<file path="src/hdl/chrono_pkg.sv">
// Shared types and memory map; the decoder assumes a 20-bit internal word address space
`default_nettype none

package chrono_pkg;

  // Host bus and banking
  localparam int MPU_ADDR_WIDTH    = 16;
  localparam int MPU_DATA_WIDTH    = 16;
  localparam int PAGE_OFFSET_WIDTH = 12;
  localparam int BANK_WIDTH        = 8;
  localparam int INT_ADDR_WIDTH    = BANK_WIDTH + PAGE_OFFSET_WIDTH;

  typedef logic [MPU_DATA_WIDTH-1:0] word_t;

  typedef struct packed {
    logic                      rd;
    logic                      wr;
    logic [1:0]                be;
    logic [MPU_ADDR_WIDTH-1:0] addr;
    word_t                     wdata;
  } mpu_req_t;

  typedef struct packed {
    logic [BANK_WIDTH-1:0]        page;
    logic [PAGE_OFFSET_WIDTH-1:0] offset;
  } int_addr_t;

  typedef struct packed {
    logic [7:0] blue;
    logic [7:0] green;
    logic [7:0] red;
  } pal_entry_t;

  // Field order puts h_sync in bit 0 of OUTPUT_STATUS
  typedef struct packed {
    logic v_blank;
    logic h_blank;
    logic v_sync;
    logic h_sync;
  } disp_status_t;

  // Region bases and lengths, in words
  localparam logic [INT_ADDR_WIDTH-1:0] MAIN_REG_BASE = 20'h00000;
  localparam logic [INT_ADDR_WIDTH-1:0] MAIN_REG_SIZE = 20'h00010;
  localparam logic [INT_ADDR_WIDTH-1:0] PAL_BASE      = 20'h00800;
  localparam logic [INT_ADDR_WIDTH-1:0] PAL_SIZE      = 20'h00200;
  localparam logic [INT_ADDR_WIDTH-1:0] VRAM_BASE     = 20'h10000;
  localparam logic [INT_ADDR_WIDTH-1:0] VRAM_SIZE     = 20'h10000;

  localparam int VRAM_ADDR_WIDTH = 16;
  localparam int PAL_ADDR_WIDTH  = 9;
  localparam int PAL_ENTRIES     = 256;
  localparam int REG_ADDR_WIDTH  = 4;

  localparam word_t UNMAPPED_VALUE = 16'hdead;
  localparam word_t ID_VALUE       = 16'h0c3b;

  // Main register indices
  localparam logic [REG_ADDR_WIDTH-1:0] REG_ID            = 4'd0;
  localparam logic [REG_ADDR_WIDTH-1:0] REG_SYS_CTRL      = 4'd1;
  localparam logic [REG_ADDR_WIDTH-1:0] REG_MEM_BANK      = 4'd2;
  localparam logic [REG_ADDR_WIDTH-1:0] REG_OUTPUT_STATUS = 4'd3;
  localparam logic [REG_ADDR_WIDTH-1:0] REG_SCAN_X        = 4'd4;
  localparam logic [REG_ADDR_WIDTH-1:0] REG_SCAN_Y        = 4'd5;

  localparam int SYS_CTRL_VRAM_ACCESS = 0;
  localparam int COUNT_WIDTH          = 10;

endpackage

`default_nettype wire

</file>
<file path="src/hdl/vram_port.sv">
// External VRAM must return read data combinationally in the cycle after the request
`timescale 1ns/1ps
`default_nettype none

module vram_port import chrono_pkg::*; (
  input  wire                       clk,
  input  wire                       rst_n,
  input  wire                       sel,
  input  wire mpu_req_t             mpu_req,
  input  wire [VRAM_ADDR_WIDTH-1:0] word_addr,
  input  wire                       vram_access,
  input  wire word_t                vram_rdata,
  output logic                      vram_en,
  output logic                      vram_rd,
  output logic                      vram_wr,
  output logic [1:0]                vram_be,
  output logic [VRAM_ADDR_WIDTH-1:0] vram_addr,
  output word_t                     vram_wdata,
  output word_t                     rdata
);

  logic       host_go;
  logic [1:0] be_q;
  word_t      wdata_q;

  assign host_go = sel & vram_access;
  assign vram_en = vram_access;

  always_ff @(posedge clk) begin
    if (!rst_n) begin
      vram_rd <= 1'b0;
      vram_wr <= 1'b0;
    end else begin
      vram_rd <= host_go & mpu_req.rd;
      vram_wr <= host_go & mpu_req.wr;
    end
  end

  // Address and payload follow the strobes by the same cycle
  always_ff @(posedge clk) begin
    if (host_go) begin
      vram_addr <= word_addr;
      be_q      <= mpu_req.be;
      wdata_q   <= mpu_req.wdata;
    end
  end

  assign vram_be    = vram_access ? be_q : 2'b00;
  assign vram_wdata = vram_access ? wdata_q : '0;

  // No pin read means access was off
  assign rdata = vram_rd ? vram_rdata : UNMAPPED_VALUE;

  a_wr_needs_access: assert property (@(posedge clk) disable iff (!rst_n)
    $rose(vram_wr) |-> vram_en);

endmodule

`default_nettype wire

</file>
<file path="config.mk">
export PLATFORM = sky130hd
export DESIGN_NAME = vram_port
export DESIGN_NICKNAME = d
export VERILOG_FILES = /design/src/hdl/chrono_pkg.sv /design/src/hdl/vram_port.sv
export SDC_FILE = /design/constraint.sdc
export NUM_CORES = 1
export LEC_CHECK = 0
export BUFFER_PORTS_ARGS = -buffer_cell sky130_fd_sc_hd__buf_2
export CAP_MARGIN = 20
export CORE_ASPECT_RATIO = 0.5
export CORE_MARGIN = 2
export CORE_UTILIZATION = 39
export CTS_CLUSTER_DIAMETER = 50
export DETAILED_ROUTE_END_ITERATION = 8
export PLACE_DENSITY_LB_ADDON = 0.05
export SYNTH_ARGS = -nofsm -noshare
export SYNTH_HDL_FRONTEND = slang
export SYNTH_SLANG_ARGS = --single-unit
</file>
<file path="constraint.sdc">
create_clock -name clk -period 4.9 [get_ports clk]
set_clock_uncertainty 0.15 [all_clocks]
set_input_delay 1.225 -clock clk [delete_from_list [all_inputs] [get_ports clk]]
set_output_delay 1.225 -clock clk [all_outputs]
set_load 0.01 [all_outputs]
</file>
# == Yosys cells after proc, flatten, opt, wreduce, memory -nomap -nowiden ==
# Cells that the tools add are included.
# classes
muxes,3
bitwise,3
# ops
operator,n
16-bit two-way mux,2
1-bit AND,3
2-bit two-way mux,1
# word_totals
reg_bits,36
input_bits,72
out_inout_bits,53
elab_cells,11

# == Logic depth before layout (Yosys ltp) ==
# logic_depth
ltp_word,2
depth_mapped,2

# == Least setup slack after synthesis ==
# No wires, ideal clock.
# synth_path
path_kind,input-to-output
start,input vram_access
end,output vram_be[0]
arrival_time_ns,1.522
t_required_ns,3.525
setup_slack_ns,2.003
cell_stages,2
path_cell_list,clkbuf_2 > and2_1
# synth_via
elab_chain_cells,1
# synth_rtl
item,line,rtl
start: declaration,vram_port.sv:11,"input wire vram_access,"
2-bit two-way mux,vram_port.sv:48,assign vram_be = vram_access ? be_q : 2'b00;
end: declaration,vram_port.sv:16,"output logic [1:0] vram_be,"
# Every way passes these cells.

# == Worst setup path after layout ==
# layout_path
start,input vram_access
end,output vram_wdata[13]
# layout_via
elab_chain_cells,1
# layout_rtl
item,line,rtl
16-bit two-way mux,vram_port.sv:49,assign vram_wdata = vram_access ? wdata_q : '0;
end: declaration,vram_port.sv:18,"output word_t vram_wdata,"
# Every way passes these cells.

==> flow_metrics.py <==
metrics = {
    "power_and_ir_drop": {
        "p_per_area_nw_per_um2": 316,
        "p_sw_share_pct": 21.6,
        "peakVddDrop_mv": 0.274,
        "switchingPower_uw": 135,
        "intPower_uw": 492,
        "clockPowerShare_pct": 31.4,
        "p_leak_uw": 0.000898,
        "pwr-share-seq_pct": 57.9,
        "pwr-share-comb_pct": 10.7,
    },
    "die": {
        "ioPinCount": 125,
        "die_y_um": 45.3,
        "core_area_um2": 3120,
        "rows": 14,
        "die_w_um": 86.5,
        "die-area_um2": 3920,
        "initial_core_util_pct": 42.6,
    },
    "clock_network": {
        "cts_tree": "yes",
        "cts.sinks": 36,
        "ctsResizeCount": 0,
        "clockBufferDepth": 2,
        "cts_hold_buffers": 0,
        "htreeDepth": 2,
        "cts-root-buf": "clkbuf_8",
        "postCtsSetupBuffers": 0,
        "cts_made_buffers": 5,
        "clk_pin_slew_worst_paths_ns": 0.07,
    },
    "timing": {
        "tightest_slew_ns": 0.655,
        "period_share_pct": 64.3,
        "tns_ns": 0,
        "rsz0062_at_grt": "no",
        "fmax_mhz": 317,
        "setup_violations": 0,
        "relSlewSlack_pct": 56.3,
        "fin_crit_ns": 3.15,
        "hold_viol": 0,
        "slew_violations": 0,
    },
    "logic_synthesis": {
        "syn_avg_cell_area_um2": 17.2,
        "synth_fp_nets": 149,
        "synth-seq-area-share_pct": 79.9,
        "synth_top_area_cell": "edfxtp_1",
        "synth_seq_cells": 36,
        "synth_area_leaders": "edfxtp_1 77%, and2_1 11%, nand2b_1 3.3%",
        "syn_area_um2": 1330,
        "netlist.area_leader.share_pct": 76.9,
        "yosys.cell_types.count": 9,
        "synthCells": 77,
        "yosysWarningCount": 0,
    },
    "worst_setup_path": {
        "critPathMaxFanout": 22,
        "path_class": "primary input to primary output",
        "crit_slowest_cell": "buf_2",
        "startpoint_type": "primary input",
        "path_cells": "buf_2, and2_1, buf_2",
        "max_stage_delay_ns": 0.24,
        "critical_path.top_delay_family": "buffers and inverters",
        "worstPathRequired_ns": 3.52,
        "path_common_cell": "buf_2",
        "cp_num_buf_inv": 2,
        "end_kind": "primary output",
        "worstPathArrival_ns": 1.78,
    },
    "place": {
        "dp_hpwl_um": 2110,
        "gp_congestion": 0.671,
        "portBuffers": 108,
    },
    "global_route": {
        "grt_pass1_wl_um": 3960,
        "grt_max_degree": 23,
        "grt_use_total_pct": 14.0,
        "antenna_found_initial": 0,
        "grt_overflow": 0,
        "grt_pass1_vias": 921,
    },
    "cells_and_area": {
        "final_cell_mix": "108 x buf_2, 34 x edfxtp_1, 24 x and2_1, 7 x nand2b_1, 5 x clkbuf_8",
        "layout-drive-gt1-share_pct": 60.5,
        "layout.nets": 261,
        "area_growth_syn_to_layout_pct": 49.5,
        "n_antenna_cell": 0,
        "fin_util_pct": 63.6,
        "final_common_cell": "buf_2",
    },
    "route": {
        "ant_nets": 0,
        "wl_um": 2730,
        "vias_per_cell": 4.33,
        "post_drt_wl_per_cell_um": 11.8,
        "vias": 996,
        "drt_iter0_markers": 14,
        "drc": 0,
        "dr.pass1.iters": 2,
    },
    "run_status": {
        "outcome": "completed",
    },
    "job": {
        "max_cap_violations": 0,
    },
    "hold_path": {
        "hold_path_class": "primary input to flip-flop",
    },
}
## metrics by stage
| stage | hold WS, ns | cell area, um2 | std cells | power (uW) | worst slack [ns] |
|---|---|---|---|---|---|
| finish | 0.967 | 1980 | 230 | 627 | 1.75 |
| CTS | 0.961 | 1980 | 230 | 634 | 1.72 |
| global route | 0.950 | 1980 | 230 | 656 | 1.67 |
| detailed placement | 1.25 | 1900 | 222 | 439 | 1.72 |
| floorplan | 1.17 | 1330 | 77 | 396 | 2.00 |
| global placement | 1.25 | 1900 | 222 | 436 | 1.74 |
## routing by layer
layer	global-route usage, %	vias up	wire length (um)
li1	-	489	-
met1	12.1	447	947
met2	27.7	60	1410
met3	8.41	0	367
met4	4.06	0	0
met5	0	-	0
## sequential cells by signal, indices dropped and copies added, names as in the netlist
name,flops
be_q,2
vram_addr,16
vram_rd,1
vram_wr,1
wdata_q,16
## cell usage after synthesis
cell and n:
buf_4 2, edfxtp_1 34, or2b_1 4, and4_1 2, clkbuf_2 1, dfxtp_1 2
and2_1 24, nand2b_1 7, buf_2 1
## cell families (layout without fill, tap and decap cells)
logic type	count (synthesis)	in the layout	share of synthesized area, %
buffers and inverters	4	117	1.88
flip-flops	36	36	79.9
AND/OR/NAND/NOR	37	37	18.2
## path summary, 6_finish.rpt
kind	start	end	slack [ns]	cells after the start
worst min-delay path	word_addr[9]	vram_addr[9]	0.97	1
worst max-delay path	vram_access	vram_wdata[13]	1.75	3
## power groups by stage
stage                     registers [uW]  clock network (uW)  logic [uW]
after floorplan                      374                   0        21.7
after global placement               369                   0        67.2
after detailed placement             370                   0        68.7
after CTS                            363                 201        68.8
after global routing                 365                 217        74.1
final                                363                 197        67.2
## final cells by class
type,count,area [um2]
clock buffer,6,72.6
clock inverter,2,11.3
tap,40,50.0
sequential,36,1060
timing repair buffer,109,548
multi-input combinational,37,241
fill,253,1130
(Power assumes the default switching activity.)
