$ cat src/hdl/chrono_pkg.sv
// Shared types and memory map; the decoder assumes a 20-bit internal word address space
`default_nettype none

package chrono_pkg;

  // Host bus and banking
  localparam int MPU_ADDR_WIDTH    = 16;
  localparam int MPU_DATA_WIDTH    = 16;
  localparam int PAGE_OFFSET_WIDTH = 12;
  localparam int BANK_WIDTH        = 8;
  localparam int INT_ADDR_WIDTH    = BANK_WIDTH + PAGE_OFFSET_WIDTH;

  typedef logic [MPU_DATA_WIDTH-1:0] word_t;

  typedef struct packed {
    logic                      rd;
    logic                      wr;
    logic [1:0]                be;
    logic [MPU_ADDR_WIDTH-1:0] addr;
    word_t                     wdata;
  } mpu_req_t;

  typedef struct packed {
    logic [BANK_WIDTH-1:0]        page;
    logic [PAGE_OFFSET_WIDTH-1:0] offset;
  } int_addr_t;

  typedef struct packed {
    logic [7:0] blue;
    logic [7:0] green;
    logic [7:0] red;
  } pal_entry_t;

  // Field order puts h_sync in bit 0 of OUTPUT_STATUS
  typedef struct packed {
    logic v_blank;
    logic h_blank;
    logic v_sync;
    logic h_sync;
  } disp_status_t;

  // Region bases and lengths, in words
  localparam logic [INT_ADDR_WIDTH-1:0] MAIN_REG_BASE = 20'h00000;
  localparam logic [INT_ADDR_WIDTH-1:0] MAIN_REG_SIZE = 20'h00010;
  localparam logic [INT_ADDR_WIDTH-1:0] PAL_BASE      = 20'h00800;
  localparam logic [INT_ADDR_WIDTH-1:0] PAL_SIZE      = 20'h00200;
  localparam logic [INT_ADDR_WIDTH-1:0] VRAM_BASE     = 20'h10000;
  localparam logic [INT_ADDR_WIDTH-1:0] VRAM_SIZE     = 20'h10000;

  localparam int VRAM_ADDR_WIDTH = 16;
  localparam int PAL_ADDR_WIDTH  = 9;
  localparam int PAL_ENTRIES     = 256;
  localparam int REG_ADDR_WIDTH  = 4;

  localparam word_t UNMAPPED_VALUE = 16'hdead;
  localparam word_t ID_VALUE       = 16'h0c3b;

  // Main register indices
  localparam logic [REG_ADDR_WIDTH-1:0] REG_ID            = 4'd0;
  localparam logic [REG_ADDR_WIDTH-1:0] REG_SYS_CTRL      = 4'd1;
  localparam logic [REG_ADDR_WIDTH-1:0] REG_MEM_BANK      = 4'd2;
  localparam logic [REG_ADDR_WIDTH-1:0] REG_OUTPUT_STATUS = 4'd3;
  localparam logic [REG_ADDR_WIDTH-1:0] REG_SCAN_X        = 4'd4;
  localparam logic [REG_ADDR_WIDTH-1:0] REG_SCAN_Y        = 4'd5;

  localparam int SYS_CTRL_VRAM_ACCESS = 0;
  localparam int COUNT_WIDTH          = 10;

endpackage

`default_nettype wire

$ cat src/hdl/mpu_decoder.sv
// Page 0 is never banked; rd and wr must not be high together, responses are never stalled
`timescale 1ns/1ps
`default_nettype none

module mpu_decoder import chrono_pkg::*; (
  input  wire                   clk,
  input  wire                   rst_n,
  input  wire mpu_req_t         mpu_req,
  input  wire [BANK_WIDTH-1:0]  bank,
  output logic                  reg_sel,
  output logic                  pal_sel,
  output logic                  vram_sel,
  output int_addr_t             word_addr,
  input  wire word_t            reg_rdata,
  input  wire word_t            pal_rdata,
  input  wire word_t            vram_rdata,
  output word_t                 rdata,
  output logic                  rdata_valid
);

  localparam int PAGE_INDEX_WIDTH = MPU_ADDR_WIDTH - PAGE_OFFSET_WIDTH;

  function automatic logic in_region(input logic [INT_ADDR_WIDTH-1:0] a,
                                     input logic [INT_ADDR_WIDTH-1:0] base,
                                     input logic [INT_ADDR_WIDTH-1:0] size);
    return (a >= base) && (a < base + size);
  endfunction

  logic [PAGE_INDEX_WIDTH-1:0] page_index;
  int_addr_t                   int_addr;
  logic                        req_active;
  logic                        reg_hit;
  logic                        pal_hit;
  logic                        vram_hit;
  logic [INT_ADDR_WIDTH-1:0]   region_base;
  logic [2:0]                  hit_q;
  logic                        rd_q;

  // Bank mapping
  assign page_index      = mpu_req.addr[MPU_ADDR_WIDTH-1:PAGE_OFFSET_WIDTH];
  assign int_addr.page   = (page_index == '0) ? '0 : bank;
  assign int_addr.offset = mpu_req.addr[PAGE_OFFSET_WIDTH-1:0];

  assign req_active = mpu_req.rd | mpu_req.wr;
  assign reg_hit    = in_region(int_addr, MAIN_REG_BASE, MAIN_REG_SIZE);
  assign pal_hit    = in_region(int_addr, PAL_BASE, PAL_SIZE);
  assign vram_hit   = in_region(int_addr, VRAM_BASE, VRAM_SIZE);

  assign reg_sel  = req_active & reg_hit;
  assign pal_sel  = req_active & pal_hit;
  assign vram_sel = req_active & vram_hit;

  // Region-relative word address
  always_comb begin
    region_base = MAIN_REG_BASE;
    if (pal_hit) begin
      region_base = PAL_BASE;
    end else if (vram_hit) begin
      region_base = VRAM_BASE;
    end
    word_addr = int_addr_t'(int_addr - region_base);
  end

  // Remember which block answers next cycle
  always_ff @(posedge clk) begin
    if (!rst_n) begin
      hit_q <= '0;
      rd_q  <= 1'b0;
    end else begin
      hit_q <= {vram_sel, pal_sel, reg_sel};
      rd_q  <= mpu_req.rd;
    end
  end

  always_comb begin
    case (hit_q)
      3'b001:  rdata = reg_rdata;
      3'b010:  rdata = pal_rdata;
      3'b100:  rdata = vram_rdata;
      default: rdata = UNMAPPED_VALUE;
    endcase
  end

  assign rdata_valid = rd_q;

  a_rd_wr_exclusive: assert property (@(posedge clk) disable iff (!rst_n)
    !(mpu_req.rd && mpu_req.wr));

  a_one_region: assert property (@(posedge clk) disable iff (!rst_n)
    $onehot0({reg_sel, pal_sel, vram_sel}));

endmodule

`default_nettype wire

$ cat config.mk
export PLATFORM = sky130hd
export DESIGN_NAME = mpu_decoder
export DESIGN_NICKNAME = d
export VERILOG_FILES = /design/src/hdl/chrono_pkg.sv /design/src/hdl/mpu_decoder.sv
export SDC_FILE = /design/constraint.sdc
export NUM_CORES = 1
export LEC_CHECK = 0
export BUFFER_PORTS_ARGS = -buffer_cell sky130_fd_sc_hd__buf_2
export CAP_MARGIN = 20
export CORE_UTILIZATION = 28
export CTS_CLUSTER_SIZE = 40
export DETAILED_ROUTE_END_ITERATION = 16
export GPL_ROUTABILITY_DRIVEN = 1
export PLACE_DENSITY = 0.89
export SLEW_MARGIN = 20
export SYNTH_ARGS = -nofsm -noshare
export SYNTH_HDL_FRONTEND = slang
export SYNTH_SLANG_ARGS = --single-unit
$ cat constraint.sdc
create_clock -name clk -period 2.5 [get_ports clk]
set_input_delay 0.25 -clock clk [delete_from_list [all_inputs] [get_ports clk]]
set_output_delay 0.25 -clock clk [all_outputs]
set_load 0.01 [all_outputs]
Yosys cells after proc, flatten, opt, wreduce, memory -nomap -nowiden

Cells that the tools add are included.

Register bits after elaboration: 4
Input port bits: 94
Output and inout port bits: 40
Word-level logic and storage cells: 24

Add/sub/neg operators: 1
Order comparisons: 6
Eq/ne operators: 3
Mux-type cells: 4
Bitwise operators: 4
Reduce and logical (&&, ||, !) cells: 4

Operators by type and width:

| cell                 | count |
|---|---|
| $pmux 16 s3          | 1 |
| $mux 17              | 2 |
| $ge 20x1->1 const B  | 1 |
| $ge 20x12->1 const B | 1 |
| $ge 20x17->1 const B | 1 |
| $lt 20x12->1 const B | 1 |
| $lt 20x18->1 const B | 1 |
| $lt 20x5->1 const B  | 1 |
| $sub 20x20->20       | 1 |
| $mux 8               | 1 |
| $logic_not 4->1      | 1 |
| $and 1x1->1          | 3 |
| $eq 3x1->1 const B   | 1 |
| $eq 3x2->1 const B   | 1 |
| $eq 3x3->1 const B   | 1 |
| $logic_and 1x1->1    | 3 |
| $or 1x1->1           | 1 |

Longest topological paths before layout

Depth after elaboration: 7
Mapped depth: 9
Depth with buffers taken out: 8

Least setup slack after synthesis

No wires, ideal clock.

Path type: in2out
Start point: input port bank[1]
End point: output port word_addr[17] (netlist bit)
Arrival: 2.440 ns
Required time: 2.250 ns
Path slack: -0.190 ns
Stages on the path: 9
Path buffers: 1
Cells stage by stage: clkbuf_2 > nor4_2 > a22oi_2 > nor3_1 > ha_1 > ha_1 > or4b_4 > a211oi_1 > a221oi_1

RTL lines:

| what               | RTL line          | RTL |
|---|---|---|
| start: declaration | mpu_decoder.sv:9  | `input wire [BANK_WIDTH-1:0] bank,` |
| end: declaration   | mpu_decoder.sv:13 | `output int_addr_t word_addr,` |

==> key figures <==
STA
  • RSZ-0062 raised after global routing: yes
  • WHS: 262 ps
  • Final worst-path cycle share: 104%
  • # setup viols final: 2
  • Rel. slew slack: 63.8%
  • Setup TNS: -205 ps
  • FMAX: between 300 and 400 MHz
  • Worst setup margin: -112 ps
  • Fin crit period: 2610 ps
  • Hold Vio Cnt, Final: 0
  • Worst-margin pin slew: 542 ps
  • Max Slew Vio Count: 0

Route
  • Post-Route WL: 3670 µm
  • Vias per std cell: 5.18
  • Count of antenna-violating nets left after detailed routing: 0
  • Iter 0 DRT Violations: 81
  • DRC: 0
  • Drt pass-1 iters: 4
  • Via count: 1,503
  • Wire per inst: 12.7 µm

Synth
  • Simple-Gate Fraction of Synth Area: a little over a quarter
  • Yosys cell types: 39
  • Synth top area cells: o22a_1 20%, buf_4 8.6%, dfxtp_1 8.4%
  • Mux share of post-synthesis cell area: 0%
  • Seq/Total Area, Yosys: under 10%
  • Synth top area share: roughly a fifth
  • Main synth FF type: dfxtp_1
  • Share of synthesized flip-flops with an asynchronous set or reset: 0%
  • Number of synthesized flops with an enable pin: 0
  • Most frequent cell after synthesis: o22a_1
  • Combinational family with the most area after synthesis: compound AO/OA/AOI/OAI gates
  • Yosys reg bits: 4
  • Post-Syn Nets: roughly 230
  • Area leader, netlist: o22a_1
  • YS warnings: 0
  • Synth top cells by count: 22 x o22a_1, 11 x buf_4, 11 x nand2_1
  • Mapped Cells: 134
  • Post-Synth XOR/XNOR Area: 1.83%
  • Post-Syn Area per Cell: 7.14 µm²
  • Compound-Gate Fraction of Synth Area: between 40% and 50%
  • Adder-cell area share of the yosys netlist: approximately 3.9%
  • Synth Cell Area: 957 µm²

Clock network
  • CTS tree: done
  • Clock sink total: 4
  • Total CTS buffers: 3
  • Post-CTS Hold Buffers: 0
  • Reg clk slew, reported paths: 40 ps
  • CTS root buf: clkbuf_4
  • Worst-case clock buffer depth: 2
  • H-tree depth: 1

Pwr
  • Sw power: between 0.1 and 0.15 mW
  • Gate power share: between 50% and 60%
  • Peak VDD IR: between 0.08 and 0.09 mV
  • Power, Total: roughly 0.33 mW
  • Internal power component: 0.218 mW
  • Flop pwr share: 19.7%
  • Clk pwr share: 23.3%
  • Static leakage: around 0.77 nW
  • Cell Pwr Density: 198 nW/µm²
  • Switch share: 34.9%

Cells and area
  • N_diodes: 0
  • Fill cell count: 317
  • Final #Nets: 345
  • Area grow syn2layout: 76.5%
  • Ratio of cells with drive above 1 in the final layout: 59.8%

Worst setup path
  • Worst-path cell chain: buf_2, nor4_4, a22oi_2, nor3_2, ha_2, ha_4, or4b_4, a211oi_2, a221oi_2, buf_2
  • CP Max Fanout: 3
  • Critical setup path kind: in2out
  • Critical Path AT: 2360 ps
  • Worst Setup Start Kind: input pin
  • Critical path's top delay family: simple AND/OR/NAND/NOR gates
  • Worst EP required: 2250 ps
  • CP max stage cell: or4b_4
  • Setup crit end kind: output pin
  • Most numerous cell on the critical path: buf_2
  • Worst Path Buf+Inv: 2
  • Crit-path max cell delay: a little under 500 ps

Place
  • Gp weighted congestion: 0.973
  • Dpl hpwl: roughly 2900 µm
  • I/O Buffers: 107

Global routing
  • Pin count of the biggest net entering global routing: 19
  • Met3 GRT Util: 1.07%
  • First-pass GRT wire length: 5290 µm
  • GRT met1 Usage: between 20% and 30%
  • Number of global-route vias before repair: 1,311
  • GRT met2 Usage: 37.5%
  • Initial antenna violation count: 0
  • Gr busiest metal: met2
  • Total global-route track usage: 19.0%
  • Grt total ovfl: 0

Floorplan
  • Initial Util: 30.4%
  • IO Pins: 134
  • Core Area: 3150 µm²
  • Die span in y: 60.5 µm
  • Die Wd: 60.5 µm
  • Full die area: about 3700 µm²
  • Row count: 20

Run status
  • Status: finished with violations
  • Failing checks: negative setup slack

Worst hold path
  • Hold Crit Class: in2reg

Flow run
  • Max-cap violation count: 0
-- layout by cell type (no fill, tap or decap), types with 2 or more instances in the layout --
cell type and n:
buf_2 105, o22a_1 22, buf_4 20, nand2_1 9, nor2_1 8, nor3_1 7, o21ai_0 7, inv_1 7
a22oi_1 6, dfxtp_1 4, nor2b_1 3, nand2b_1 3, a211oi_1 3, clkbuf_4 3, nor3b_1 2, nand2_2 2
nor4_4 2, nor3_2 2, a211oi_2 2, o31ai_1 2, o211ai_1 2, xnor2_1 2, ha_2 2
-- metrics by stage --
step / setup WS (ps) / instance area, µm² / instances / utilization [%]
2_1_floorplan: -96.2 / 1000 / 134 / -
3_3_place_gp: -87.6 / 1610 / 284 / 51.0
3_5_place_dp: -111 / 1610 / 284 / 51.0
4_1_cts: -91.8 / 1670 / 289 / 53.0
5_1_grt: -192 / 1690 / 290 / 53.6
6_report: -112 / 1690 / 290 / 53.6
-- kinds of logic (layout without fill, tap and decap cells) --
logic type | after synthesis | in the layout
DFF | 4 | 4
xor gates and xnor gates | 2 | 2
adders and majority gates | 3 | 3
and+or+nand+nor | 45 | 45
buffers and inverters | 25 | 137
AOI/OAI and AO/OA | 55 | 55
-- repair_timing --
item	CTS	global route
gates resized for setup	8	4
pin swaps	2	3
setup buffers	2	1
endpoints found under the setup margin	2	4
-- layout make-up --
class / instances / area (µm²) / share of cell area [%]
sequential: 4 / 80.1 / 4.74
timing repair buffer: 127 / 702 / 41.6
inverter: 7 / 26.3 / 1.56
tap: 44 / 55.1 / 3.26
clock buffer: 3 / 22.5 / 1.33
multi-input combinational: 105 / 803 / 47.6
-- state kept, by name, indices dropped and copies added, names as in the netlist --
name / count
rdata_valid: 1
hit_q: 3
-- power by group through the flow --
stage | Clock [mW] | Combinational [mW] | Sequential, mW
finish | 0.0779 | 0.191 | 0.0658
global route | 0.0860 | 0.207 | 0.0660
CTS | 0.0834 | 0.186 | 0.0658
detailed placement | 0 | 0.180 | 0.0668
global placement | 0 | 0.176 | 0.0667
floorplan | 0 | 0.0842 | 0.0671
-- metal layers --
layer,share of wire [%],routed length (µm)
met2,53,1940
met3,7.1,260
met4,1.8,65
met1,38,1400
met5,0,0
-- path summary, 6_finish.rpt --
kind	from	to	cells past startpoint
max	bank[2]	word_addr[17]	10
min	rst_n	rdata_valid	2
Power figures use the tool's default switching activity.
