<file path="src/hdl/chrono_pkg.sv">
// Shared types and memory map; the decoder assumes a 20-bit internal word address space
`default_nettype none

package chrono_pkg;

  // Host bus and banking
  localparam int MPU_ADDR_WIDTH    = 16;
  localparam int MPU_DATA_WIDTH    = 16;
  localparam int PAGE_OFFSET_WIDTH = 12;
  localparam int BANK_WIDTH        = 8;
  localparam int INT_ADDR_WIDTH    = BANK_WIDTH + PAGE_OFFSET_WIDTH;

  typedef logic [MPU_DATA_WIDTH-1:0] word_t;

  typedef struct packed {
    logic                      rd;
    logic                      wr;
    logic [1:0]                be;
    logic [MPU_ADDR_WIDTH-1:0] addr;
    word_t                     wdata;
  } mpu_req_t;

  typedef struct packed {
    logic [BANK_WIDTH-1:0]        page;
    logic [PAGE_OFFSET_WIDTH-1:0] offset;
  } int_addr_t;

  typedef struct packed {
    logic [7:0] blue;
    logic [7:0] green;
    logic [7:0] red;
  } pal_entry_t;

  // Field order puts h_sync in bit 0 of OUTPUT_STATUS
  typedef struct packed {
    logic v_blank;
    logic h_blank;
    logic v_sync;
    logic h_sync;
  } disp_status_t;

  // Region bases and lengths, in words
  localparam logic [INT_ADDR_WIDTH-1:0] MAIN_REG_BASE = 20'h00000;
  localparam logic [INT_ADDR_WIDTH-1:0] MAIN_REG_SIZE = 20'h00010;
  localparam logic [INT_ADDR_WIDTH-1:0] PAL_BASE      = 20'h00800;
  localparam logic [INT_ADDR_WIDTH-1:0] PAL_SIZE      = 20'h00200;
  localparam logic [INT_ADDR_WIDTH-1:0] VRAM_BASE     = 20'h10000;
  localparam logic [INT_ADDR_WIDTH-1:0] VRAM_SIZE     = 20'h10000;

  localparam int VRAM_ADDR_WIDTH = 16;
  localparam int PAL_ADDR_WIDTH  = 9;
  localparam int PAL_ENTRIES     = 256;
  localparam int REG_ADDR_WIDTH  = 4;

  localparam word_t UNMAPPED_VALUE = 16'hdead;
  localparam word_t ID_VALUE       = 16'h0c3b;

  // Main register indices
  localparam logic [REG_ADDR_WIDTH-1:0] REG_ID            = 4'd0;
  localparam logic [REG_ADDR_WIDTH-1:0] REG_SYS_CTRL      = 4'd1;
  localparam logic [REG_ADDR_WIDTH-1:0] REG_MEM_BANK      = 4'd2;
  localparam logic [REG_ADDR_WIDTH-1:0] REG_OUTPUT_STATUS = 4'd3;
  localparam logic [REG_ADDR_WIDTH-1:0] REG_SCAN_X        = 4'd4;
  localparam logic [REG_ADDR_WIDTH-1:0] REG_SCAN_Y        = 4'd5;

  localparam int SYS_CTRL_VRAM_ACCESS = 0;
  localparam int COUNT_WIDTH          = 10;

endpackage

`default_nettype wire

</file>
<file path="src/hdl/display_timing.sv">
// Syncs are active low; all totals must fit in COUNT_WIDTH bits
`timescale 1ns/1ps
`default_nettype none

module display_timing import chrono_pkg::*; #(
  parameter int H_VISIBLE = 640,
  parameter int H_FRONT   = 16,
  parameter int H_SYNC    = 96,
  parameter int H_BACK    = 48,
  parameter int V_VISIBLE = 480,
  parameter int V_FRONT   = 10,
  parameter int V_SYNC    = 2,
  parameter int V_BACK    = 33
) (
  input  wire                    clk,
  input  wire                    rst_n,
  output disp_status_t           status,
  output logic [COUNT_WIDTH-1:0] scan_x,
  output logic [COUNT_WIDTH-1:0] scan_y,
  output logic                   h_sync,
  output logic                   v_sync
);

  localparam int H_TOTAL      = H_VISIBLE + H_FRONT + H_SYNC + H_BACK;
  localparam int V_TOTAL      = V_VISIBLE + V_FRONT + V_SYNC + V_BACK;
  localparam int H_SYNC_START = H_VISIBLE + H_FRONT;
  localparam int V_SYNC_START = V_VISIBLE + V_FRONT;

  logic [COUNT_WIDTH-1:0] h_cnt;
  logic [COUNT_WIDTH-1:0] v_cnt;
  logic                   h_wrap;
  logic                   v_wrap;
  logic                   h_blank;
  logic                   v_blank;

  assign h_wrap = (h_cnt == COUNT_WIDTH'(H_TOTAL - 1));
  assign v_wrap = (v_cnt == COUNT_WIDTH'(V_TOTAL - 1));

  // Pixel and line counters
  always_ff @(posedge clk) begin
    if (!rst_n) begin
      h_cnt <= '0;
      v_cnt <= '0;
    end else begin
      h_cnt <= h_wrap ? '0 : h_cnt + 1'b1;
      if (h_wrap) begin
        v_cnt <= v_wrap ? '0 : v_cnt + 1'b1;
      end
    end
  end

  // Visible area first, then front porch, sync, back porch
  assign h_blank = (h_cnt >= COUNT_WIDTH'(H_VISIBLE));
  assign v_blank = (v_cnt >= COUNT_WIDTH'(V_VISIBLE));
  assign h_sync  = !((h_cnt >= COUNT_WIDTH'(H_SYNC_START)) &&
                     (h_cnt < COUNT_WIDTH'(H_SYNC_START + H_SYNC)));
  assign v_sync  = !((v_cnt >= COUNT_WIDTH'(V_SYNC_START)) &&
                     (v_cnt < COUNT_WIDTH'(V_SYNC_START + V_SYNC)));

  assign scan_x = h_blank ? '0 : h_cnt;
  assign scan_y = v_blank ? '0 : v_cnt;

  assign status = '{v_blank: v_blank, h_blank: h_blank, v_sync: v_sync, h_sync: h_sync};

endmodule

`default_nettype wire

</file>
<file path="config.mk">
export PLATFORM = sky130hd
export DESIGN_NAME = display_timing
export DESIGN_NICKNAME = d
export VERILOG_FILES = /design/src/hdl/chrono_pkg.sv /design/src/hdl/display_timing.sv
export SDC_FILE = /design/constraint.sdc
export NUM_CORES = 1
export LEC_CHECK = 0
export BUFFER_PORTS_ARGS = -buffer_cell sky130_fd_sc_hd__clkbuf_2
export CAP_MARGIN = 20
export CORE_MARGIN = 10
export CORE_UTILIZATION = 52
export DETAILED_ROUTE_END_ITERATION = 7
export GPL_TIMING_DRIVEN = 0
export PLACE_DENSITY = 0.87
export SLEW_MARGIN = 20
export SYNTH_ARGS = -nofsm -noshare
export SYNTH_HDL_FRONTEND = slang
export SYNTH_SLANG_ARGS = --single-unit
export TNS_END_PERCENT = 10
</file>
<file path="constraint.sdc">
create_clock -name clk -period 2.41 [get_ports clk]
set_clock_uncertainty 0.2 [all_clocks]
set_input_delay 0.3615 -clock clk [delete_from_list [all_inputs] [get_ports clk]]
set_output_delay 0.3615 -clock clk [all_outputs]
set_load 0.005 [all_outputs]
</file>
== Word level (Yosys, flattened, before mapping) ==
Index checks and enable logic that the tools add are counted.
Storage, ports and cells
  output and inout bits: 26
  logic and storage cells: 21
  input bits: 2
  flip-flop bits (word level): 20
Operators by class
  bitwise gates (word level): 1
  eq/ne operators: 2
  multiplexer cells: 3
  magnitude comparators: 6
  $add $sub $neg: 2
  reduce and logical (&&, ||, !) cells: 5
Operators by type and width (count)
  10-bit 2-to-1 mux: 3
  10-bit by 1-bit adder with 10-bit output, second input constant: 2
  10-bit == test, second input constant: 2
  10-bit greater-or-equal comparator, second input constant: 2
  10-bit by 9-bit greater-or-equal comparator with 1-bit output, second input constant: 2
  10-bit < comparator, second input constant: 1
  10-bit by 9-bit < comparator with 1-bit output, second input constant: 1
  1-bit logical AND: 2
  1-bit zero test: 2
  2-bit OR reduction: 1
  1-bit NOT: 1

== Longest topological paths before layout ==
Gate-level depths: netlist (run 1).
  depth in word-level cells: 3
  mapped depth: 7
  depth with buffers taken out: 6

== Least setup slack after synthesis (run 1) ==
No wires, ideal clock.
  path kind: flip-flop to flip-flop
  from: reg h_cnt[0]
  to: reg v_cnt[0]
  setup time: 135 ps
  stages on the path, launching flop included: 8
  buffers on the path: 2
  data arrival time: 1822 ps
  clock period less this slack: 2157 ps
  data required time: 2075 ps
  setup slack: 253 ps
  cell sequence: dfxtp_1 -> ha_1 -> nand3_1 -> clkbuf_1 -> or3_1 -> clkbuf_1 -> o21ai_1 -> nor2_1
Between the ends
  word-level cells in the longest chain between the ends: 1
Ends and longest elaborated chain
  from (decl): RTL line display_timing.sv:29  | logic [COUNT_WIDTH-1:0] h_cnt;
  from (signal assigned): RTL line display_timing.sv:45  | h_cnt <= h_wrap ? '0 : h_cnt + 1'b1;
  10-bit == test: RTL line display_timing.sv:36  | assign h_wrap = (h_cnt == COUNT_WIDTH'(H_TOTAL - 1));
  to (signal assigned): RTL line display_timing.sv:47  | v_cnt <= v_wrap ? '0 : v_cnt + 1'b1;
  to (decl): RTL line display_timing.sv:30  | logic [COUNT_WIDTH-1:0] v_cnt;
Every way passes these cells.
A chain may end at the register's enable or synchronous reset.

== Final worst setup path (run 1) ==
  from: reg h_cnt[5]
  to: reg v_cnt[9]
The elaborated chain is that of the path after synthesis.

==> impl_results.md, run 1 <==
- Status: complete, no violations
- Die height: 67.66 µm
- H-Tree Depth: 1
- Critical Path RT: 2450 ps
- Sequential element share of the synthesized area: 33.90%
- Largest net degree at the start of global routing: 11
- Fin util: ~63%
- Mapped Cells: 151
- DR WL/cell: 12.82 µm
- Final RePlAce weighted congestion: 0.8035
- Synthesis-to-finish area growth: 17.06%
- Fin. max-slew vios: 0
- Initial drt markers: 27
- IO Count: 28
- DRT Pass-1 Iters: 4
- Ant diodes: 0
- Total Wirelength: 2654 µm
- Critical path peak fanout: 8
- Vias per std cell: 5.329
- Hold_sp: rst_n
- Worst Setup Start Kind: register
- Clock Tree Buf Depth: 2
- Port buffer count: 26
- Setup WS pre-CTS: -151.7 ps
- Period Utilization, post-route: 92.60%
- Final #Nets: 187
- Leakage power: 0.5740 nW
- Post-layout min period: 2232 ps
- Synth Warn #: 0
- Worst r2r src: h_cnt[5]
- Final HPWL DP: 2032 µm
- Congestion Overflow GR: 0
- Setup ws final: 178.3 ps
- GRT Util Overall: 11.83%
- Post-Syn Nets: approximately 160
- Synth unique cells: 32
- Worst Hold Class: input port to register
- Syn avg cell area: 7.822 µm²
- Floorplan row count: 17
- Final setup viols: 0
- Max cap viols: 0
- WHS Endpoint: h_cnt[2]
- Die area: around 4600 µm²
- Crit path from: h_cnt[5]
- Fin. Hold Viols: 0
- TNS Setup: 0 ps
- Worst setup EP type: register
- Setup CP Type: register to register
- Reg2Reg Setup Slack: 180 ps
- Hold depth: 2
- Initial Util: 53.91%
- Number of fill cells in the layout: 187
- Most common cell after layout, fill and taps aside: clkbuf_2
- Worst vdd ir: 0.2362 mV
- Layout cells sized above 1: a little under a quarter
- Register bit total from synthesis: 20
- Pwr Density: 377.9 nW/µm²
- Top post-synthesis cells by area: dfxtp_1 34%, and2_1 7.4%, xnor2_1 6.7%, nor2_1 6.0%, ha_1 4.2%
- RSZ-0062 raised after global routing: no
- Total CTS buffers: 3
- Hold_ws: between 150 and 200 ps
- Root Buffer: clkbuf_4
- Initial antenna violation count: 0
- Via count: 1103
- # clock sinks: 20
- Most frequent cells in the layout: 27 x clkbuf_2, 20 x dfxtp_1, 19 x nor2_1, 14 x and2_1, 11 x nand2_1
- Clock latency on the worst-skew pair: 300 ps
- First-pass GRT wire length: 4360 µm
- Area of the core: between 2000 and 2500 µm²
- Mapped Area: 1181 µm²
- RR Endpoint: v_cnt[9]
- Final antenna-violating net count: 0
- Worst-path clk slew: 110 ps
- TritonCTS clock tree: built
- # DRC: 0
- Area share of the largest cell type after synthesis: between 30% and 40%
- Multi-input gate area: 703.2 µm²
- WP data arrival: 2270 ps
- Worst r2r path cells: 4
- F_max: approximately 450 MHz
- Vias in the first global route: 991
- Register area: 400.4 µm²
- Largest area contributor in the netlist: dfxtp_1
- Die X: 67.66 µm
==> Yosys cell counts <==
master / count
dfxtp_1: 20
nand4_1: 5
and2_1: 14
a21oi_1: 4
inv_1: 8
o21ai_1: 2
o21ai_0: 5
or3_1: 5
or4b_1: 1
and2_2: 1
and3_1: 2
a21boi_0: 1
buf_4: 5
nand3_2: 1
nand2b_1: 1
nor4b_1: 1
nor2_1: 19
xnor2_1: 9
ha_1: 4
nor2b_1: 1
or4b_2: 1
nor3_1: 8
buf_8: 1
clkbuf_1: 3
and4_1: 1
nor4bb_1: 1
conb_1: 1
or4_1: 4
nand2_1: 11
nand3_1: 6
xor2_1: 3
nor4_1: 2
==> per-stage QoR <==
| stage | area [µm²] | total power, mW | std cells |
|---|---|---|---|
| 4_1_cts | 1380 | 0.5305 | 208 |
| 2_1_floorplan | 1181 | 0.3602 | 151 |
| 5_1_grt | 1383 | 0.5415 | 207 |
| 3_5_place_dp | 1346 | 0.3709 | 205 |
| 3_3_place_gp | 1346 | 0.3696 | 205 |
| 6_report | 1383 | 0.5225 | 207 |
==> report_power, final <==
part           total, mW  switching (mW)  leakage, nW  internal [mW]
logic             0.0250          0.0142        0.399         0.0107
clock network      0.158          0.0998       0.0138         0.0583
registers          0.339         0.00472        0.162          0.335
total              0.522           0.119        0.574          0.404
==> layer usage <==
layer	share of wire, %	track usage, %	wire (µm)
met5	0	0	0
met4	1.0	5.897	27
met3	6.1	1.818	163
met2	52	20.54	1373
met1	41	13.71	1090
==> cell type report <==
class	count	share of cell area [%]
inverter	8	2.172
buffer	8	4.434
sequential	20	28.96
timing repair buffer	26	9.412
clock buffer	3	1.629
multi-input combinational	114	50.86
tap	28	2.534
==> critical path, stage by stage (launching register included) <==
cell and delay (ps):
dfxtp_1 400, or3_1 440, or4_1 510, or4_1 480, a21oi_1 140
==> cells by family after synthesis <==
logic type                 after synthesis  synth area share [%]
DFF                                     20                 33.90
buffers and inverters                   17                 7.945
xor gates and xnor gates                12                 8.899
AOI/OAI and AO/OA                       12                 5.297
adders and majority gates                4                 4.237
other                                    1                0.3175
and+or+nand+nor                         85                 39.41
==> worst max path at each step <==
stage | to | slack [ps] | depth (start not counted)
6_report | v_cnt[9] | 180 | 4
5_1_grt | status[3] | 50 | 6
4_1_cts | v_cnt[8] | 20 | 7
3_5_place_dp | v_cnt[5] | -150 | 7
3_3_place_gp | v_cnt[4] | -50 | 7
2_1_floorplan | v_cnt[0] | 250 | 7
==> flip-flops by register name, indices dropped and copies added, names as in the netlist <==
signal	flops
v_cnt	10
h_cnt	10
==> repair_timing <==
item	4_1_cts	5_1_grt
endpoints found under the setup margin	9	16
hold buffers	0	0
setup buffers	0	0
gates resized for setup	2	4
Note: power is estimated with default switching activity, not from simulation.
==> inputs of run 2 (changes only) <==
Settings changed: ABC_AREA set to 1, CORE_UTILIZATION 52 to 53.
==> run 2 against run 1 <==
Against the previous run:
- clock-buffer cell count stayed put
- power grew 2.2%
- worst hold slack worse by 78 ps
- cell count increased by 25%
- non-clock buffer count down 1
- core utilization is 1.5 points higher
- fmax grew 8.0%
- sequential power hardly changed
==> impl_results.md, run 2 <==
- Status: complete, no violations
- DR WL/cell: 10.92 µm (-15%)
- TNS Setup: 0 ps (unchanged)
- Top cells by count, synth: 46 x nor2_1, 43 x nand2_1, 28 x inv_1
- Die height: 68.93 µm (+1.9%)
- Register bit total from synthesis: 20 (unchanged)
- Crit-path max cell delay: 380 ps (-130 ps)
- Worst-path clk slew: 120 ps (about the same)
- Mapped Cells: 201 (+33%)
- Total power: 0.5337 mW (+2.2%)
- Initial antenna violation count: 0 (unchanged)
- Post-Syn Nets: 207 (+32%)
- Die area: 4751 µm² (+3.8%)
- Most used flip-flop cell after synthesis: dfxtp_1
- CP max stage cell: dfxtp_1
- CTS resizes: 0 (-2)
- RSZ-0062 raised after global routing: no
- Critical path peak fanout: 9 (+1)
- WP data arrival: 1510 ps (-760 ps)
- Worst Hold Class: input port to register
- Vias in the first global route: 1204 (+21%)
- Ant diodes: 0 (unchanged)
- Max cap viols: 0 (unchanged)
- Worst setup EP type: output pin
- Layout cells sized above 1: 20.43% (-2.5 points)
- DRT Pass-1 Iters: 4 (unchanged)
- Mapped Area: 1269 µm² (+7.4%)
- CP Cell Sequence: o21ai_0, clkinv_1, nor2_1, clkbuf_2
- Sequential element share of the synthesized area: 31.56% (-2.3 points)
- # clock sinks: 20 (unchanged)
- Synth unique cells: 26 (-19%)
- Root Buffer: clkbuf_4
- Area of the core: 2255 µm² (+2.9%)
- Synth Warn #: 0 (unchanged)
- # DRC: 0 (unchanged)
- Initial Util: 56.27% (+2.4 points)
- Non-Filler Instances: 258 (+25%)
- Top delay family on crit path: buffers and inverters
- Post-synth ARST share: 0% (unchanged)
- Initial drt markers: 100 (+270%)
- Via count: 1290 (+17%)
- Clock latency on the worst-skew pair: 300 ps (about the same)
- Syn avg cell area: 6.312 µm² (-19%)
- First-pass GRT wire length: 4878 µm (+12%)
- Synthesis-to-finish area growth: 14.79%
- Setup CP Type: register to output pin
- Post-CTS Hold Buffers: 0 (unchanged)
- Final RePlAce weighted congestion: 0.8435 (+5.0%)
- Vias per std cell: 5.000 (-6.2%)
- TritonCTS clock tree: built
- Register area: 400.4 µm² (unchanged)
- CP bufs+invs: 2 (+2)
- Regs by FF count: h_cnt x10, v_cnt x10
- Worst Setup Start Kind: register
- Most common cell in the synthesized netlist: nor2_1
- Floorplan row count: 17 (unchanged)
- Total Wirelength: 2817 µm (+6.1%)
- Multi-input gate area: 689.4 µm² (-2.0%)
- Largest area contributor in the netlist: dfxtp_1
- H-Tree Depth: 1 (unchanged)
- IO Count: 28 (unchanged)
- Final setup viols: 0 (unchanged)
- Final antenna-violating net count: 0 (unchanged)
- Post-CTS Setup Bufs: 0 (unchanged)
- Period Utilization, post-route: 85.76% (-6.8 points)
- Area share of the largest cell type after synthesis: 31.56% (-2.3 points)
- Fin. Hold Viols: 0 (unchanged)
- Total CTS buffers: 3 (unchanged)
- Leakage power: 0.7216 nW (+26%)
- F_max: 483.8 MHz (+8.0%)
- Number of synthesized flops with an enable pin: 0 (unchanged)
- Number of fill cells in the layout: 248 (+33%)
- Worst vdd ir: 0.3693 mV (+56%)
- GRT Util Overall: 12.96% (+1.1 points)
- Final #Nets: 238 (+27%)
- Port buffer count: 26 (unchanged)
- # placed instances: 255 (+24%)
- Clock Tree Buf Depth: 2 (unchanged)
- Pwr Density: 366.5 nW/µm² (-3.0%)
- Critical Path RT: 1850 ps (-600 ps)
- Post-layout min period: 2067 ps (-164.9 ps)
- Fin. max-slew vios: 0 (unchanged)
- Most common cell after layout, fill and taps aside: nor2_1
- Largest net degree at the start of global routing: 11 (unchanged)
- Top post-synthesis cells by area: dfxtp_1 32%, nor2_1 14%, nand2_1 13%, inv_1 8.3%, nand3_1 5.9%
- Most frequent cells in the layout: 46 x nor2_1, 43 x nand2_1, 28 x inv_1, 26 x clkbuf_2, 20 x dfxtp_1
- Die X: 68.93 µm (+1.9%)
- Congestion Overflow GR: 0 (unchanged)
- Final HPWL DP: 2210 µm (+8.8%)
[run 2: cell types whose count changed after synthesis, sizes merged, moves of 4 or more]
cell / change
and2: -15
inv: +23
nand2: +34
nand3: +9
nor2: +32
nor3: -5
or3: -5
or4: -4
xnor2: -9
[run 2: path summary, 6_finish.rpt]
kind,start,endpoint,slack (ps),depth (start not counted)
worst max register to register,h_cnt[0],v_cnt[6],710,9
worst max-delay path,h_cnt[7],scan_x[0],340,4
worst min register to register,h_cnt[0],h_cnt[0],280,1
worst min-delay path,rst_n,v_cnt[1],110,3
[run 2: metal layers]
layer | GRT usage, % | vias up | share of wire, %
li1 | - | 669 | -
met3 | 0.9662 | 7 | 4.4
met1 | 14.72 | 588 | 42
met2 | 23.29 | 26 | 51
met5 | 0 | - | 0
met4 | 7.143 | 0 | 2.7
[run 2: layout make-up]
cell class | count | share of cell area [%]
inverter | 32 | 8.419
sequential | 20 | 27.49
clock buffer | 3 | 1.546
timing repair buffer | 26 | 8.935
buffer | 7 | 3.866
tap | 28 | 2.405
multi-input combinational | 142 | 47.34
[run 2: cell families after synthesis]
logic type / count (synthesis) / synth area share, %
compound gates: 13 / 5.621
xor+xnor: 4 / 2.761
fa+ha+maj: 4 / 3.945
buf+inv: 39 / 14.10
flops: 20 / 31.56
other cells: 1 / 0.2956
simple gates: 120 / 41.72
[run 2: worst reg2reg max path: stages, from the launching register on]
cell and delay [ps]:
dfxtp_1 390, ha_1 190, nand2_2 120, nor2_8 170, inv_4 60, nor2_4 150
buf_6 160, nand3_1 70, nand2_1 80, nor2_1 40
[run 2: per-stage QoR]
step	hold slack, ps	util, %	cell area [µm²]	worst slack (ps)
floorplan	229.6	-	1269	879.0
global placement	244.1	63.60	1434	693.1
detailed placement	257.6	63.60	1434	689.2
CTS	111.9	64.59	1456	334.8
global route	121.1	64.59	1456	207.1
finish	110.5	64.59	1456	343.2
[run 2: power by group]
group	switching, mW	leakage [nW]	internal, mW
clock	0.109	0.0138	0.0584
sequential	0.00355	0.162	0.335
combinational	0.0168	0.546	0.0117
total	0.129	0.722	0.405
